--- config.mk ---
export PLATFORM = sky130hd
export DESIGN_NAME = processer
export DESIGN_NICKNAME = d
export VERILOG_FILES = /design/src/rtl/usiPkg.sv /design/src/rtl/processer.sv /design/src/rtl/pwmBlock.sv /design/src/rtl/gpioBlock.sv /design/src/rtl/usiInterconnect.sv /design/src/rtl/usiBusMaster.sv
export VERILOG_INCLUDE_DIRS = /design/src /design/src/rtl
export SDC_FILE = /design/constraint.sdc
export NUM_CORES = 1
export LEC_CHECK = 0
export BUFFER_PORTS_ARGS = -buffer_cell sky130_fd_sc_hd__clkbuf_2
export CAP_MARGIN = 20
export CORE_MARGIN = 2
export CORE_UTILIZATION = 51
export CTS_CLUSTER_SIZE = 10
export DETAILED_ROUTE_END_ITERATION = 7
export PLACE_DENSITY = 0.79
export RECOVER_POWER = 50
export SYNTH_ARGS = -nofsm -noshare
export SYNTH_HDL_FRONTEND = slang
export SYNTH_SLANG_ARGS = --single-unit
--- constraint.sdc ---
create_clock -name sysClk -period 2.97 [get_ports sysClk]
set_input_delay 0.1485 -clock sysClk [delete_from_list [all_inputs] [get_ports sysClk]]
set_output_delay 0.1485 -clock sysClk [all_outputs]
set_load 0.1 [all_outputs]
--- src/rtl/usiBus_settings.svh ---
// Bus widths and block codes; the block code must sit in the upper address byte
`ifndef USI_BUS_SETTINGS_SVH
`define USI_BUS_SETTINGS_SVH

//----------------------------------------------------------
// Bus geometry
//----------------------------------------------------------
`define USI_ADRS_BITS 16
`define USI_DATA_BITS 32
// Width of the block byte and of the register byte
`define USI_BLOCK_BITS 8

//----------------------------------------------------------
// Block address map, upper address byte
//----------------------------------------------------------
`define GPIO_BLOCK_ID 8'h01
`define PWM_BLOCK_ID 8'h02

// GPIO pin counts
`define LED_WIDTH 2
`define GPIO_IN_WIDTH 4
// Backlight counter, also period and duty width
`define PWM_COUNTER_BITS 16

`endif
--- src/rtl/usiPkg.sv ---
// Bus types for the peripheral subsystem; widths come from the settings header only
`default_nettype none

`include "usiBus_settings.svh"

package usiPkg;

	//----------------------------------------------------------
	// Bus words
	//----------------------------------------------------------
	// Full address, block byte on top of register byte
	typedef logic [`USI_ADRS_BITS-1:0] busAdrs_t;
	typedef logic [`USI_DATA_BITS-1:0] busData_t;

	// Upper address byte
	typedef logic [`USI_BLOCK_BITS-1:0] blockId_t;
	// Lower address byte
	typedef logic [`USI_BLOCK_BITS-1:0] regOffset_t;

	// Backlight counter, period and duty
	typedef logic [`PWM_COUNTER_BITS-1:0] pwmCount_t;

	//----------------------------------------------------------
	// Bus master FSM
	//----------------------------------------------------------
	typedef enum logic [1:0]
	{
		IDLE,
		ISSUE,
		WAIT,
		RESPOND
	} masterState_e;

endpackage

`default_nettype wire

--- src/rtl/processer.sv ---
// Host port feeds one bus master; only GPIO (01) and PWM (02) are mapped, other blocks answer error
`default_nettype none

`include "usiBus_settings.svh"

module processer (
	input logic sysClk,
	input logic reset,
	// Host command
	input logic cmdValid,
	output logic cmdReady,
	input logic cmdWrite,
	input usiPkg::busAdrs_t cmdAdrs,
	input usiPkg::busData_t cmdData,
	// Host response
	output logic rspValid,
	input logic rspReady,
	output usiPkg::busData_t rspData,
	output logic rspError,
	// Pins
	output logic [`LED_WIDTH-1:0] leds,
	input logic [`GPIO_IN_WIDTH-1:0] gpioIn,
	output logic backlight
);
	import usiPkg::*;

	//----------------------------------------------------------
	// Shared bus, master side
	//----------------------------------------------------------
	busAdrs_t busAdrs;
	busData_t busWd;
	logic busWCke;
	logic busRCke;
	busData_t busRd;
	logic busVd;
	logic busErr;

	// Per-slave strobes and answers
	logic gpioWCke;
	logic gpioRCke;
	busData_t gpioRd;
	logic gpioVd;
	logic pwmWCke;
	logic pwmRCke;
	busData_t pwmRd;
	logic pwmVd;

	usiBusMaster u_busMaster (.sysClk, .reset, .cmdValid, .cmdReady, .cmdWrite, .cmdAdrs,
		.cmdData, .rspValid, .rspReady, .rspData, .rspError, .busAdrs, .busWd, .busWCke,
		.busRCke, .busRd, .busVd, .busErr);

	usiInterconnect u_interconnect (.sysClk, .reset, .busAdrs, .busWCke, .busRCke, .busRd,
		.busVd, .busErr, .gpioWCke, .gpioRCke, .gpioRd, .gpioVd, .pwmWCke, .pwmRCke,
		.pwmRd, .pwmVd);

	//----------------------------------------------------------
	// Slaves
	//----------------------------------------------------------
	gpioBlock u_gpioBlock (.sysClk, .reset, .busAdrs, .busWd, .wCke(gpioWCke),
		.rCke(gpioRCke), .rd(gpioRd), .vd(gpioVd), .leds, .gpioIn);

	pwmBlock u_pwmBlock (.sysClk, .reset, .busAdrs, .busWd, .wCke(pwmWCke), .rCke(pwmRCke),
		.rd(pwmRd), .vd(pwmVd), .pwm(backlight));

endmodule

`default_nettype wire

--- src/rtl/pwmBlock.sv ---
// Duty above period+1 just means always on; pwm is a registered output, low whenever enable is 0
`default_nettype none

module pwmBlock (
	input logic sysClk,
	input logic reset,
	// Bus side
	input usiPkg::busAdrs_t busAdrs,
	input usiPkg::busData_t busWd,
	input logic wCke,
	input logic rCke,
	output usiPkg::busData_t rd,
	output logic vd,
	// Backlight pin
	output logic pwm
);
	import usiPkg::*;

	localparam regOffset_t PERIOD_OFFSET = 8'h00;
	localparam regOffset_t DUTY_OFFSET = 8'h01;
	localparam regOffset_t ENABLE_OFFSET = 8'h02;

	regOffset_t offset;
	pwmCount_t period;
	pwmCount_t duty;
	logic enable;
	pwmCount_t count;
	// Values after this edge
	pwmCount_t dutyNext;
	logic enableNext;
	pwmCount_t countNext;

	assign offset = busAdrs[7:0];

	//----------------------------------------------------------
	// Next-state for the waveform
	//----------------------------------------------------------
	always_comb
	begin
		dutyNext = duty;
		enableNext = enable;
		if (wCke && (offset == DUTY_OFFSET))
			dutyNext = busWd[$bits(pwmCount_t)-1:0];
		if (wCke && (offset == ENABLE_OFFSET))
			enableNext = busWd[0];
		// Counter parks at 0 while off, wraps after period
		if (!enable || (count >= period))
			countNext = '0;
		else
			countNext = count + 1'b1;
	end

	always_ff @(posedge sysClk)
	begin
		if (reset)
		begin
			period <= '0;
			duty <= '0;
			enable <= 1'b0;
			count <= '0;
			pwm <= 1'b0;
			vd <= 1'b0;
		end
		else
		begin
			if (wCke && (offset == PERIOD_OFFSET))
				period <= busWd[$bits(pwmCount_t)-1:0];
			duty <= dutyNext;
			enable <= enableNext;
			count <= countNext;
			// Output lines up with the registered enable and count
			pwm <= enableNext && (countNext < dutyNext);
			vd <= wCke || rCke;
		end
	end

	//----------------------------------------------------------
	// Read back
	//----------------------------------------------------------
	always_ff @(posedge sysClk)
	begin
		rd <= '0;
		if (rCke)
		begin
			case (offset)
				PERIOD_OFFSET: rd <= busData_t'(period);
				DUTY_OFFSET: rd <= busData_t'(duty);
				ENABLE_OFFSET: rd <= busData_t'(enable);
				default: rd <= '0;
			endcase
		end
	end

	// Clearing enable over the bus stops the output on the next cycle
	pwmOffCheck: assert property (@(posedge sysClk) disable iff (reset)
		wCke && (offset == ENABLE_OFFSET) && !busWd[0] |=> !enable && !pwm);

endmodule

`default_nettype wire

--- src/rtl/gpioBlock.sv ---
// Offsets 0 and 1 only; gpioIn is async and read two cycles late through a plain two-flop sync
`default_nettype none

`include "usiBus_settings.svh"

module gpioBlock (
	input logic sysClk,
	input logic reset,
	// Bus side
	input usiPkg::busAdrs_t busAdrs,
	input usiPkg::busData_t busWd,
	input logic wCke,
	input logic rCke,
	output usiPkg::busData_t rd,
	output logic vd,
	// Pins
	output logic [`LED_WIDTH-1:0] leds,
	input logic [`GPIO_IN_WIDTH-1:0] gpioIn
);
	import usiPkg::*;

	localparam regOffset_t LED_OFFSET = 8'h00;
	localparam regOffset_t IN_OFFSET = 8'h01;

	regOffset_t offset;
	// Input synchronizer stages
	logic [`GPIO_IN_WIDTH-1:0] inMeta;
	logic [`GPIO_IN_WIDTH-1:0] inSync;

	assign offset = busAdrs[`USI_BLOCK_BITS-1:0];

	//----------------------------------------------------------
	// LED register and answer valid
	//----------------------------------------------------------
	always_ff @(posedge sysClk)
	begin
		if (reset)
		begin
			leds <= '0;
			vd <= 1'b0;
		end
		else
		begin
			if (wCke && (offset == LED_OFFSET))
				leds <= busWd[`LED_WIDTH-1:0];
			// Every strobe gets an answer, mapped offset or not
			vd <= wCke || rCke;
		end
	end

	//----------------------------------------------------------
	// Input sync and read data
	//----------------------------------------------------------
	always_ff @(posedge sysClk)
	begin
		inMeta <= gpioIn;
		inSync <= inMeta;
		rd <= '0;
		if (rCke)
		begin
			case (offset)
				LED_OFFSET: rd <= busData_t'(leds);
				IN_OFFSET: rd <= busData_t'(inSync);
				default: rd <= '0;
			endcase
		end
	end

endmodule

`default_nettype wire

--- src/rtl/usiInterconnect.sv ---
// Decodes only the upper address byte; slaves see the full address and decode the offset
`default_nettype none

`include "usiBus_settings.svh"

module usiInterconnect (
	input logic sysClk,
	input logic reset,
	// From the master
	input usiPkg::busAdrs_t busAdrs,
	input logic busWCke,
	input logic busRCke,
	// Back to the master
	output usiPkg::busData_t busRd,
	output logic busVd,
	output logic busErr,
	// GPIO block
	output logic gpioWCke,
	output logic gpioRCke,
	input usiPkg::busData_t gpioRd,
	input logic gpioVd,
	// PWM block
	output logic pwmWCke,
	output logic pwmRCke,
	input usiPkg::busData_t pwmRd,
	input logic pwmVd
);
	import usiPkg::*;

	blockId_t blockSel;
	logic gpioHit;
	logic pwmHit;
	// Strobe that matches no block
	logic missStrobe;
	// Error answer for an unmapped block
	logic errVd;

	//----------------------------------------------------------
	// Block decode
	//----------------------------------------------------------
	assign blockSel = busAdrs[`USI_ADRS_BITS-1 -: `USI_BLOCK_BITS];
	assign gpioHit = (blockSel == `GPIO_BLOCK_ID);
	assign pwmHit = (blockSel == `PWM_BLOCK_ID);

	// Strobes steered straight through
	assign gpioWCke = busWCke && gpioHit;
	assign gpioRCke = busRCke && gpioHit;
	assign pwmWCke = busWCke && pwmHit;
	assign pwmRCke = busRCke && pwmHit;

	assign missStrobe = (busWCke || busRCke) && !gpioHit && !pwmHit;

	//----------------------------------------------------------
	// Unmapped block answer
	//----------------------------------------------------------
	// Same one-cycle latency as a real slave
	always_ff @(posedge sysClk)
	begin
		if (reset)
		begin
			errVd <= 1'b0;
		end
		else
		begin
			errVd <= missStrobe;
		end
	end

	//----------------------------------------------------------
	// Response mux
	//----------------------------------------------------------
	// Each slave's data only counts while its vd is up
	assign busRd = ({`USI_DATA_BITS{gpioVd}} & gpioRd) | ({`USI_DATA_BITS{pwmVd}} & pwmRd);
	assign busVd = gpioVd || pwmVd || errVd;
	assign busErr = errVd;

	// One answer per strobe across slaves and the error path
	singleAnswerCheck: assert property (@(posedge sysClk) disable iff (reset)
		$onehot0({gpioVd, pwmVd, errVd}));

endmodule

`default_nettype wire

--- src/rtl/usiBusMaster.sv ---
// One command in flight; the host must hold command fields while cmdValid is high
`default_nettype none

module usiBusMaster (
	input logic sysClk,
	input logic reset,
	// Host command
	input logic cmdValid,
	output logic cmdReady,
	input logic cmdWrite,
	input usiPkg::busAdrs_t cmdAdrs,
	input usiPkg::busData_t cmdData,
	// Host response
	output logic rspValid,
	input logic rspReady,
	output usiPkg::busData_t rspData,
	output logic rspError,
	// Shared bus
	output usiPkg::busAdrs_t busAdrs,
	output usiPkg::busData_t busWd,
	output logic busWCke,
	output logic busRCke,
	input usiPkg::busData_t busRd,
	input logic busVd,
	input logic busErr
);
	import usiPkg::*;

	masterState_e state;
	// Handshake and bus completion events
	logic cmdAccept;
	logic rspAccept;
	logic busDone;

	// Commands are only taken while idle
	assign cmdReady = (state == IDLE);
	assign cmdAccept = cmdValid && cmdReady;
	assign rspAccept = rspValid && rspReady;
	assign busDone = (state == WAIT) && busVd;

	//----------------------------------------------------------
	// Control FSM and strobes
	//----------------------------------------------------------
	always_ff @(posedge sysClk)
	begin
		if (reset)
		begin
			state <= IDLE;
			busWCke <= 1'b0;
			busRCke <= 1'b0;
			rspValid <= 1'b0;
		end
		else
		begin
			// Strobes last one cycle
			busWCke <= 1'b0;
			busRCke <= 1'b0;
			unique case (state)
				IDLE:
				begin
					if (cmdAccept)
					begin
						state <= ISSUE;
						busWCke <= cmdWrite;
						busRCke <= !cmdWrite;
					end
				end
				// Strobe is on the bus in this state
				ISSUE: state <= WAIT;
				WAIT:
				begin
					if (busVd)
					begin
						state <= RESPOND;
						rspValid <= 1'b1;
					end
				end
				RESPOND:
				begin
					if (rspAccept)
					begin
						state <= IDLE;
						rspValid <= 1'b0;
					end
				end
				default: state <= IDLE;
			endcase
		end
	end

	//----------------------------------------------------------
	// Command and response payload
	//----------------------------------------------------------
	always_ff @(posedge sysClk)
	begin
		if (cmdAccept)
		begin
			busAdrs <= cmdAdrs;
			busWd <= cmdData;
		end
		// Slave answer captured once, held through RESPOND
		if (busDone)
		begin
			rspData <= busRd;
			rspError <= busErr;
		end
	end

	// Response must not move while the host stalls
	rspHoldCheck: assert property (@(posedge sysClk) disable iff (reset)
		rspValid && !rspReady |=> rspValid && $stable(rspData));

	// One kind of access per strobe, answered on the next cycle
	strobeExclusiveCheck: assert property (@(posedge sysClk) disable iff (reset)
		(busWCke || busRCke) |=> busVd && !$past(busWCke && busRCke));

endmodule

`default_nettype wire

### Yosys cells after proc, flatten, opt, wreduce, memory -nomap -nowiden

Cells that the tools add are included.
Widths: inputs -> output; s select.

* eq/ne operators: 10
* reduce and logical (&&, ||, !) cells: 30
* multiplexer cells: 12
* order comparisons: 2
* $add $sub $neg: 1
* bitwise gates (word level): 5

Operator list (count)
* $and 32x32->32: 2
* $pmux 16 s3: 1
* $mux 16: 2
* $or 32x32->32: 1
* $add 16x1->16 const B: 1
* $eq 8x1->1 const B: 2
* $eq 8x2->1 const B: 2
* $ge 16x16->1: 1
* $lt 16x16->1: 1
* $logic_and 1x1->1: 14
* $logic_not 8->1: 1
* $pmux 2 s4: 1
* $pmux 4 s2: 1
* $logic_or 1x1->1: 6
* $mux 2: 3
* $reduce_and 3->1: 2
* $eq 2x2->1 const B: 2
* $logic_not 1->1: 4
* $ne 2x1->1 const B: 2
* $mux 1: 3
* $reduce_or 3->1: 1
* $eq 2x1->1 const B: 1
* $logic_not 2->1: 1
* $ne 2x2->1 const B: 1
* other kinds (3): 4

* output and inout port bits: 38
* logic and storage cells: 81
* bits in registers: 197

### Longest topological paths before layout

Gate-level depths: netlist of run 1.

* depth in word-level cells: 6
* gate-level depth with buffers: 14

### Hierarchy

Synthesis of run 1 repeated with hierarchy kept, for this count alone.

* cell total of the unflattened synthesis: 632
* area, all modules: 7480.9 um^2

By module, submodules not included
* pwmBlock: area each 3668.5 um^2, instances 1, cells each 400
* usiBusMaster: area each 2717.6 um^2, instances 1, cells each 114
* gpioBlock: area each 661.9 um^2, instances 1, cells each 64
* usiInterconnect: area each 432.9 um^2, instances 1, cells each 54

### Least setup slack after synthesis of run 1

OpenSTA, ideal clock, no wires.

* kind: reg2reg
* start point: register u_pwmBlock.period[13]
* end point: register u_pwmBlock.pwm
* period minus slack after synthesis: 2.924 ns
* data required time: 2.892 ns
* setup time: 0.078 ns
* setup slack: 0.046 ns
* arrival: 2.846 ns
* buffers on the path: 1
* stages on the path, launching flop included: 15
* cells stage by stage: dfxtp_1 inv_1 ha_1 nand4_1 or3_1 o311a_1 nand2_1 buf_2 nor2_1 ha_1 a211oi_1 nor2_1 o31ai_1 o2111ai_1 nor3_1

* longest elaborated chain between the ends: 5

Ends and longest elaborated chain
* from (decl): RTL line pwmBlock.sv:24 `pwmCount_t period;`
* from (signal assigned): RTL line pwmBlock.sv:67 `period <= busWd[$bits(pwmCount_t)-1:0];`
* $ge 16x16->1: RTL line pwmBlock.sv:47 `if (!enable || (count >= period))`
* $logic_or 1x1->1: RTL line pwmBlock.sv:47
* $mux 16: RTL line pwmBlock.sv:47
* net u_pwmBlock.countNext[5]: RTL line pwmBlock.sv:31 `pwmCount_t countNext;`
* $lt 16x16->1: RTL line pwmBlock.sv:72 `pwm <= enableNext && (countNext < dutyNext);`
* $logic_and 1x1->1: RTL line pwmBlock.sv:72
* to (signal assigned): RTL line pwmBlock.sv:72
* to (decl): RTL line pwmBlock.sv:15 `output logic pwm`

The timed path passes the listed nets, and every way through them passes these cells.
A chain may end at the register's enable or synchronous reset.

### Worst setup path in the final report of run 1

* start point: register u_pwmBlock.period[15]
* end point: register u_pwmBlock.pwm

The elaborated chain is that of the path after synthesis.

==> qor.csv, run 1 <==
metric,value,unit
outcome,"complete, but fails checks",
failing checks,setup timing,
Die ar.,12100,um2
diodes inserted,0,
register share of total power,46.4,%
synth-to-layout area growth,29.2,%
routability congestion estimate,0.873,
grt ovf,0,
CTS Root Buffer Type,clkbuf_16,
GR Util All Layers,22.7,%
Worst R2R End,u_pwmBlock.pwm,
initial drt markers,334,
initial antenna violation count,0,
normalized max-slew margin,22.2,%
unrepaired setup endpoints after global routing,yes,
TritonRoute pass-1 iters,5,
Die H,110,um
number of synthesized flops with an enable pin,49,
largest cells by area after synthesis,"dfxtp_1 31%, edfxtp_1 26%, ha_1 7.6%, mux2i_1 6.1%, nor2_1 5.3%",
Die W,110,um
cell row count,38,
largest net degree at the start of global routing,39,
core footprint,10900,um2
Power Density,634,nW/um2
total wire length,12800,um
Sw Ratio,26.3,%
Yosys top cell area share,30.6,%
Crit. End Element,flop,
DR vias,4373,
Hold Crit Start,rspReady,
Antenna Nets Post-Route,0,
cell count after placement,757,
CTS tree,done,
Cell variety after synth,47,
post-DP HPWL,8520,um
share of cells above drive strength 1,19.3,%
VDD IR max,523,uV
reg2reg setup slack,-0.004,ns
#FFs+latches synth,137,
# DRC,0,
Hold EP,u_busMaster.rspValid,
CTS buffer count,17,
internal power,3.47,mW
# setup viols final,1,
# nets final,768,
wire per inst,15.4,um
hold depth,4,
Main synth FF type,dfxtp_1,
R2R cell count,13,
sw power,1.24,mW
first-pass GRT wire length,20400,um
hold crit path type,primary input to flop,
P_leak,2.92,nW
Reg-to-Reg Start,u_pwmBlock.period[15],
CTS Sinks,137,
I/O pin cnt,95,
Post-Route Skew,0.00931,ns
Final period util,100,%
mapped cell area,5750,um2
fin worst setup slack,-0.00425,ns
Gate power share,11.4,%
Vias per Instance,5.28,
Max Cap Violations,0,
Yosys top cell by area,dfxtp_1,
Async SR Flop Fraction,0,%
synth cell count leaders,"88 x dfxtp_1, 81 x nor2_1, 49 x edfxtp_1",
I/O Buffers,62,
clock slew at reported path FFs,0.06,ns
Worst Path Arrival,3.29,ns
CTS H-Tree Depth,4,
dpl ws,-0.170,ns
worst skew pair latency,0.42,ns
Mapped Cells,535,
Final min period,2.97,ns
Critical Path RT,3.28,ns
Initial Utilization,52.6,%
vias in the first global route,4432,
syn avg cell area,10.7,um2
Max Slew Vio Count,0,
Synth Warn #,0,
type of origin of the critical path,flop,
Clock power frac,42.2,%
sequential-to-total area share from yosys stat,56.2,%
critical setup path kind,flop to flop,
measured slew at the worst slew-check pin,1.17,ns
Clock Tree Buf Depth,2,
"Hold Vio Cnt, Final",0,
f_max,336,MHz
non-filler cells in the finished layout,829,
worst-path maximum fanout,8,
most numerous cell in the Yosys netlist,dfxtp_1,
==> final cells by class <==
| cell class | instances | area, um2 |
|---|---|---|
| fill | 809 | 3510 |
| sequential | 137 | 3240 |
| multi-input combinational | 356 | 2380 |
| timing repair buffer | 137 | 961 |
| clock buffer | 22 | 475 |
| tap | 140 | 175 |
| inverter | 27 | 101 |
| clock inverter | 10 | 91.3 |
==> layer usage <==
layer,global-route usage (%),share of wire (%)
met5,0,0
met4,11.0,2.2
met3,7.29,6.2
met2,38.1,50
met1,26.3,42
==> registers in the layout, summed over array words and instances, names as in the netlist, 2 cells and up <==
register,flops
u_busMaster.state,2
u_pwmBlock.count,16
u_gpioBlock.inMeta,4
u_pwmBlock.duty,16
u_pwmBlock.period,16
u_busMaster.busAdrs,16
u_busMaster.rspData,16
u_gpioBlock.inSync,4
u_busMaster.busWd,16
u_gpioBlock.rd,4
u_gpioBlock.leds,2
u_pwmBlock.rd,16
==> worst max-delay path by stage <==
| stage | startpoint | end | slack [ns] | depth (start not counted) |
|---|---|---|---|---|
| after floorplan | u_pwmBlock.period[13] | u_pwmBlock.pwm | 0.05 | 14 |
| after global placement | u_pwmBlock.period[13] | u_pwmBlock.pwm | -0.14 | 14 |
| after detailed placement | u_pwmBlock.period[13] | u_pwmBlock.pwm | -0.17 | 14 |
| after CTS | u_pwmBlock.period[12] | u_pwmBlock.pwm | -0.03 | 14 |
| after global routing | u_pwmBlock.period[15] | u_pwmBlock.pwm | -0.16 | 14 |
| final | u_pwmBlock.period[15] | u_pwmBlock.pwm | -0.004 | 13 |
==> worst max-delay path, cell delays in order, from the launching register on <==
cell and delay, ns:
dfxtp_2 0.33, inv_1 0.07, ha_4 0.27, nand4_1 0.13, or3_1 0.39, o311a_1 0.32
nand2_2 0.11, buf_12 0.12, nor2_1 0.05, ha_1 0.31, nand4_1 0.15, nor4_2 0.32
nor3b_2 0.22, nor3_1 0.06
==> per-stage QoR <==
step	total power [mW]	instance area (um2)	TNS (ns)	util, %	hold slack [ns]
CTS	4.74	7410	-0.0305	67.8	0.0205
global route	4.87	7430	-0.165	67.9	0.0448
finish	4.71	7430	-0.00425	67.9	0.0399
detailed placement	2.71	6390	-0.170	58.4	0.252
floorplan	2.60	5800	0	-	0.176
global placement	2.69	6390	-0.140	58.4	0.251
==> cell usage in the layout (no fill, tap or decap), types with 18 or more instances in the layout <==
| master | netlist | final |
|---|---|---|
| nor2_1 | 81 | 80 |
| dfxtp_1 | 88 | 80 |
| edfxtp_1 | 49 | 49 |
| nand2_1 | 47 | 46 |
| clkbuf_2 | 0 | 41 |
| dlygate4sd3_1 | 0 | 37 |
| mux2i_1 | 35 | 35 |
| buf_4 | 16 | 33 |
| ha_1 | 35 | 30 |
| inv_1 | 27 | 26 |
| clkbuf_1 | 7 | 26 |
| a21oi_1 | 23 | 22 |
| clkbuf_16 | 0 | 18 |
==> power by group through the flow <==
stage / Sequential (mW) / Clock (mW) / Combinational, mW
floorplan: 2.21 / 0 / 0.385
global placement: 2.21 / 0 / 0.479
detailed placement: 2.22 / 0 / 0.496
CTS: 2.18 / 2.02 / 0.535
global route: 2.20 / 2.10 / 0.570
finish: 2.19 / 1.99 / 0.535
==> logic make-up after synthesis <==
group / Yosys count / share of synthesized area [%]
simple gates: 199 / 16.6
other cells: 1 / 0.0652
fa+ha+maj: 35 / 7.62
buf+inv: 57 / 5.01
flops: 137 / 56.2
xor+xnor: 14 / 2.13
mux: 35 / 6.09
compound gates: 57 / 6.27
==> repair_timing <==
| item | 4_1_cts | 5_1_grt |
|---|---|---|
| hold endpoints to repair | 38 | 0 |
| gates cloned | 0 | 0 |
| hold buffers | 37 | 0 |
| pin swaps | 6 | 2 |
| setup buffers | 1 | 2 |
| setup endpoints to repair | 1 | 1 |
| resized for setup | 17 | 8 |
No activity file was read; power rests on OpenSTA's default activity.
==> run 2: changes to the inputs <==
--- a/config.mk
+++ b/config.mk
@@ -12,7 +12,8 @@
 export CORE_UTILIZATION = 51
 export CTS_CLUSTER_SIZE = 10
 export DETAILED_ROUTE_END_ITERATION = 7
-export PLACE_DENSITY = 0.79
+export GPL_TIMING_DRIVEN = 0
+export PLACE_DENSITY = 0.76
 export RECOVER_POWER = 50
 export SYNTH_ARGS = -nofsm -noshare
 export SYNTH_HDL_FRONTEND = slang
==> qor.csv, run 2 (same netlist as run 1, synthesis figures left out) <==
metric,value,unit
Die ar.,12100,um2
routability congestion estimate,0.880,
Crit. End Element,flop,
measured slew at the worst slew-check pin,1.20,ns
cell row count,38,
normalized max-slew margin,20.6,%
area of the multi-input gates,2580,um2
Die H,110,um
Critical Path RT,3.27,ns
CTS tree,done,
GR Util All Layers,25.4,%
Final min period,3.27,ns
Vias per Instance,5.44,
core footprint,10900,um2
DR vias,4628,
P_leak,3.04,nW
share of cells above drive strength 1,26.2,%
largest net degree at the start of global routing,26,
dpl ws,-0.572,ns
Max Slew Vio Count,0,
CTS buffer count,17,
vias in the first global route,4518,
Worst Path Arrival,3.57,ns
clock slew at reported path FFs,0.06,ns
worst-path maximum fanout,5,
worst skew pair latency,0.42,ns
Antenna Nets Post-Route,0,
f_max,306,MHz
VDD IR max,509,uV
TritonRoute pass-1 iters,5,
grt ovf,0,
Clock Tree Buf Depth,2,
cells along the critical path,inv_2 > ha_4 > nand4_1 > or3_1 > o311a_1 > nand2_2 > buf_8 > nor2_4 > ha_4 > nand4_1 > nor4_4 > and4_1 > nor3_2,
type of origin of the critical path,flop,
first-pass GRT wire length,22600,um
hold crit path type,primary input to flop,
CTS Root Buffer Type,clkbuf_16,
most common library cell in the layout ignoring fill and taps,dfxtp_1,
Initial Utilization,52.6,%
# setup viols final,1,
initial drt markers,422,
"Hold Vio Cnt, Final",0,
Crit path max-delay family,simple AND/OR/NAND/NOR gates,
outcome,"complete, but fails checks",
initial antenna violation count,0,
CTS H-Tree Depth,4,
"Core Util, Final",71.3,%
CTS Sinks,137,
Final period util,110,%
Fin Hold WS,0.0326,ns
wire per inst,18.0,um
# nets final,789,
Post-Route Skew,0.0122,ns
worst path buffer plus inverter count,2,
CP max stage delay,0.41,ns
I/O Buffers,62,
Power Density,623,nW/um2
"commonest non-fill, non-tap cells in the layout","74 x dfxtp_1, 72 x nor2_1, 49 x edfxtp_1",
critical setup path kind,flop to flop,
failing checks,setup timing,
diodes inserted,0,
Crit-path slowest cell,or3_1,
# DRC,0,
synth-to-layout area growth,35.6,%
unrepaired setup endpoints after global routing,yes,
post-DP HPWL,8890,um
total wire length,15300,um
Die W,110,um
I/O pin cnt,95,
register area,3250,um2
fin worst setup slack,-0.297,ns
Max Cap Violations,0,
fillcell total,728,
==> run 2: changes by cell type in the layout (fill, tap and decap cells not counted), moves of 6 or more <==
cell,change
buf_4,+9
nor2_1,-8
ha_1,-7
ha_4,+7
dfxtp_1,-6
inv_1,-6
inv_2,+6
nor2_4,+6
==> run 2: worst min-delay path, stage by stage <==
cell and delay, ns:
clkbuf_2 0.09, nand2_1 0.05, a22oi_1 0.05, nor2_1 0.07
==> run 2: metal layers <==
layer | part of all wire [%] | track usage [%] | vias to the layer above | wire [um]
met2 | 50 | 43.3 | 238 | 7700
met4 | 3.9 | 11.7 | 0 | 598
met1 | 38 | 29.7 | 2182 | 5890
met5 | 0 | 0 | - | 0
met3 | 7.3 | 7.17 | 54 | 1130
li1 | - | - | 2154 | -
==> run 2: area by class of cell <==
| class | count | area share (%) |
|---|---|---|
| clock inverters | 13 | 1.88 |
| well taps | 140 | 2.25 |
| plain buffers | 30 | 2.60 |
| clock buffers | 19 | 5.55 |
| repair buffers | 128 | 11.5 |
| multi-input cells | 356 | 33.2 |
| flip-flops and latches | 137 | 41.7 |
| inverters | 27 | 1.30 |
==> run 2: worst paths after layout <==
path,slack [ns],depth (start not counted),endpoint,from
worst max-delay path,-0.30,13,u_pwmBlock.pwm,u_pwmBlock.period[15]
worst min-delay path,0.03,4,u_busMaster.rspValid,rspReady
worst max register to register,-0.30,13,u_pwmBlock.pwm,u_pwmBlock.period[15]
worst min register to register,0.33,0,u_gpioBlock.inSync[1],u_gpioBlock.inMeta[1]
==> run 2: timing repair <==
item | 4_1_cts | 5_1_grt
pin swaps | 25 | 15
hold endpoints to repair | 37 | 0
hold buffers | 37 | 0
gates cloned | 1 | 1
endpoints found under the setup margin | 1 | 17
setup buffers | 21 | 5
gates resized for setup | 52 | 28
==> run 2: per-stage QoR <==
| stage | TNS (ns) | instances | cell area [um2] | power (mW) |
|---|---|---|---|---|
| after floorplan | 0 | 550 | 5800 | 2.60 |
| after global placement | -0.550 | 752 | 6290 | 2.71 |
| after detailed placement | -0.572 | 754 | 6320 | 2.76 |
| after CTS | -0.117 | 845 | 7680 | 4.83 |
| after global routing | -0.494 | 850 | 7790 | 4.99 |
| final | -0.297 | 850 | 7790 | 4.86 |
==> run 2: where the power goes <==
part           switching (mW)  leakage (nW)  internal (mW)
combinational           0.397          1.54          0.180
clock                   0.837         0.284           1.25
sequential             0.0927          1.22           2.10
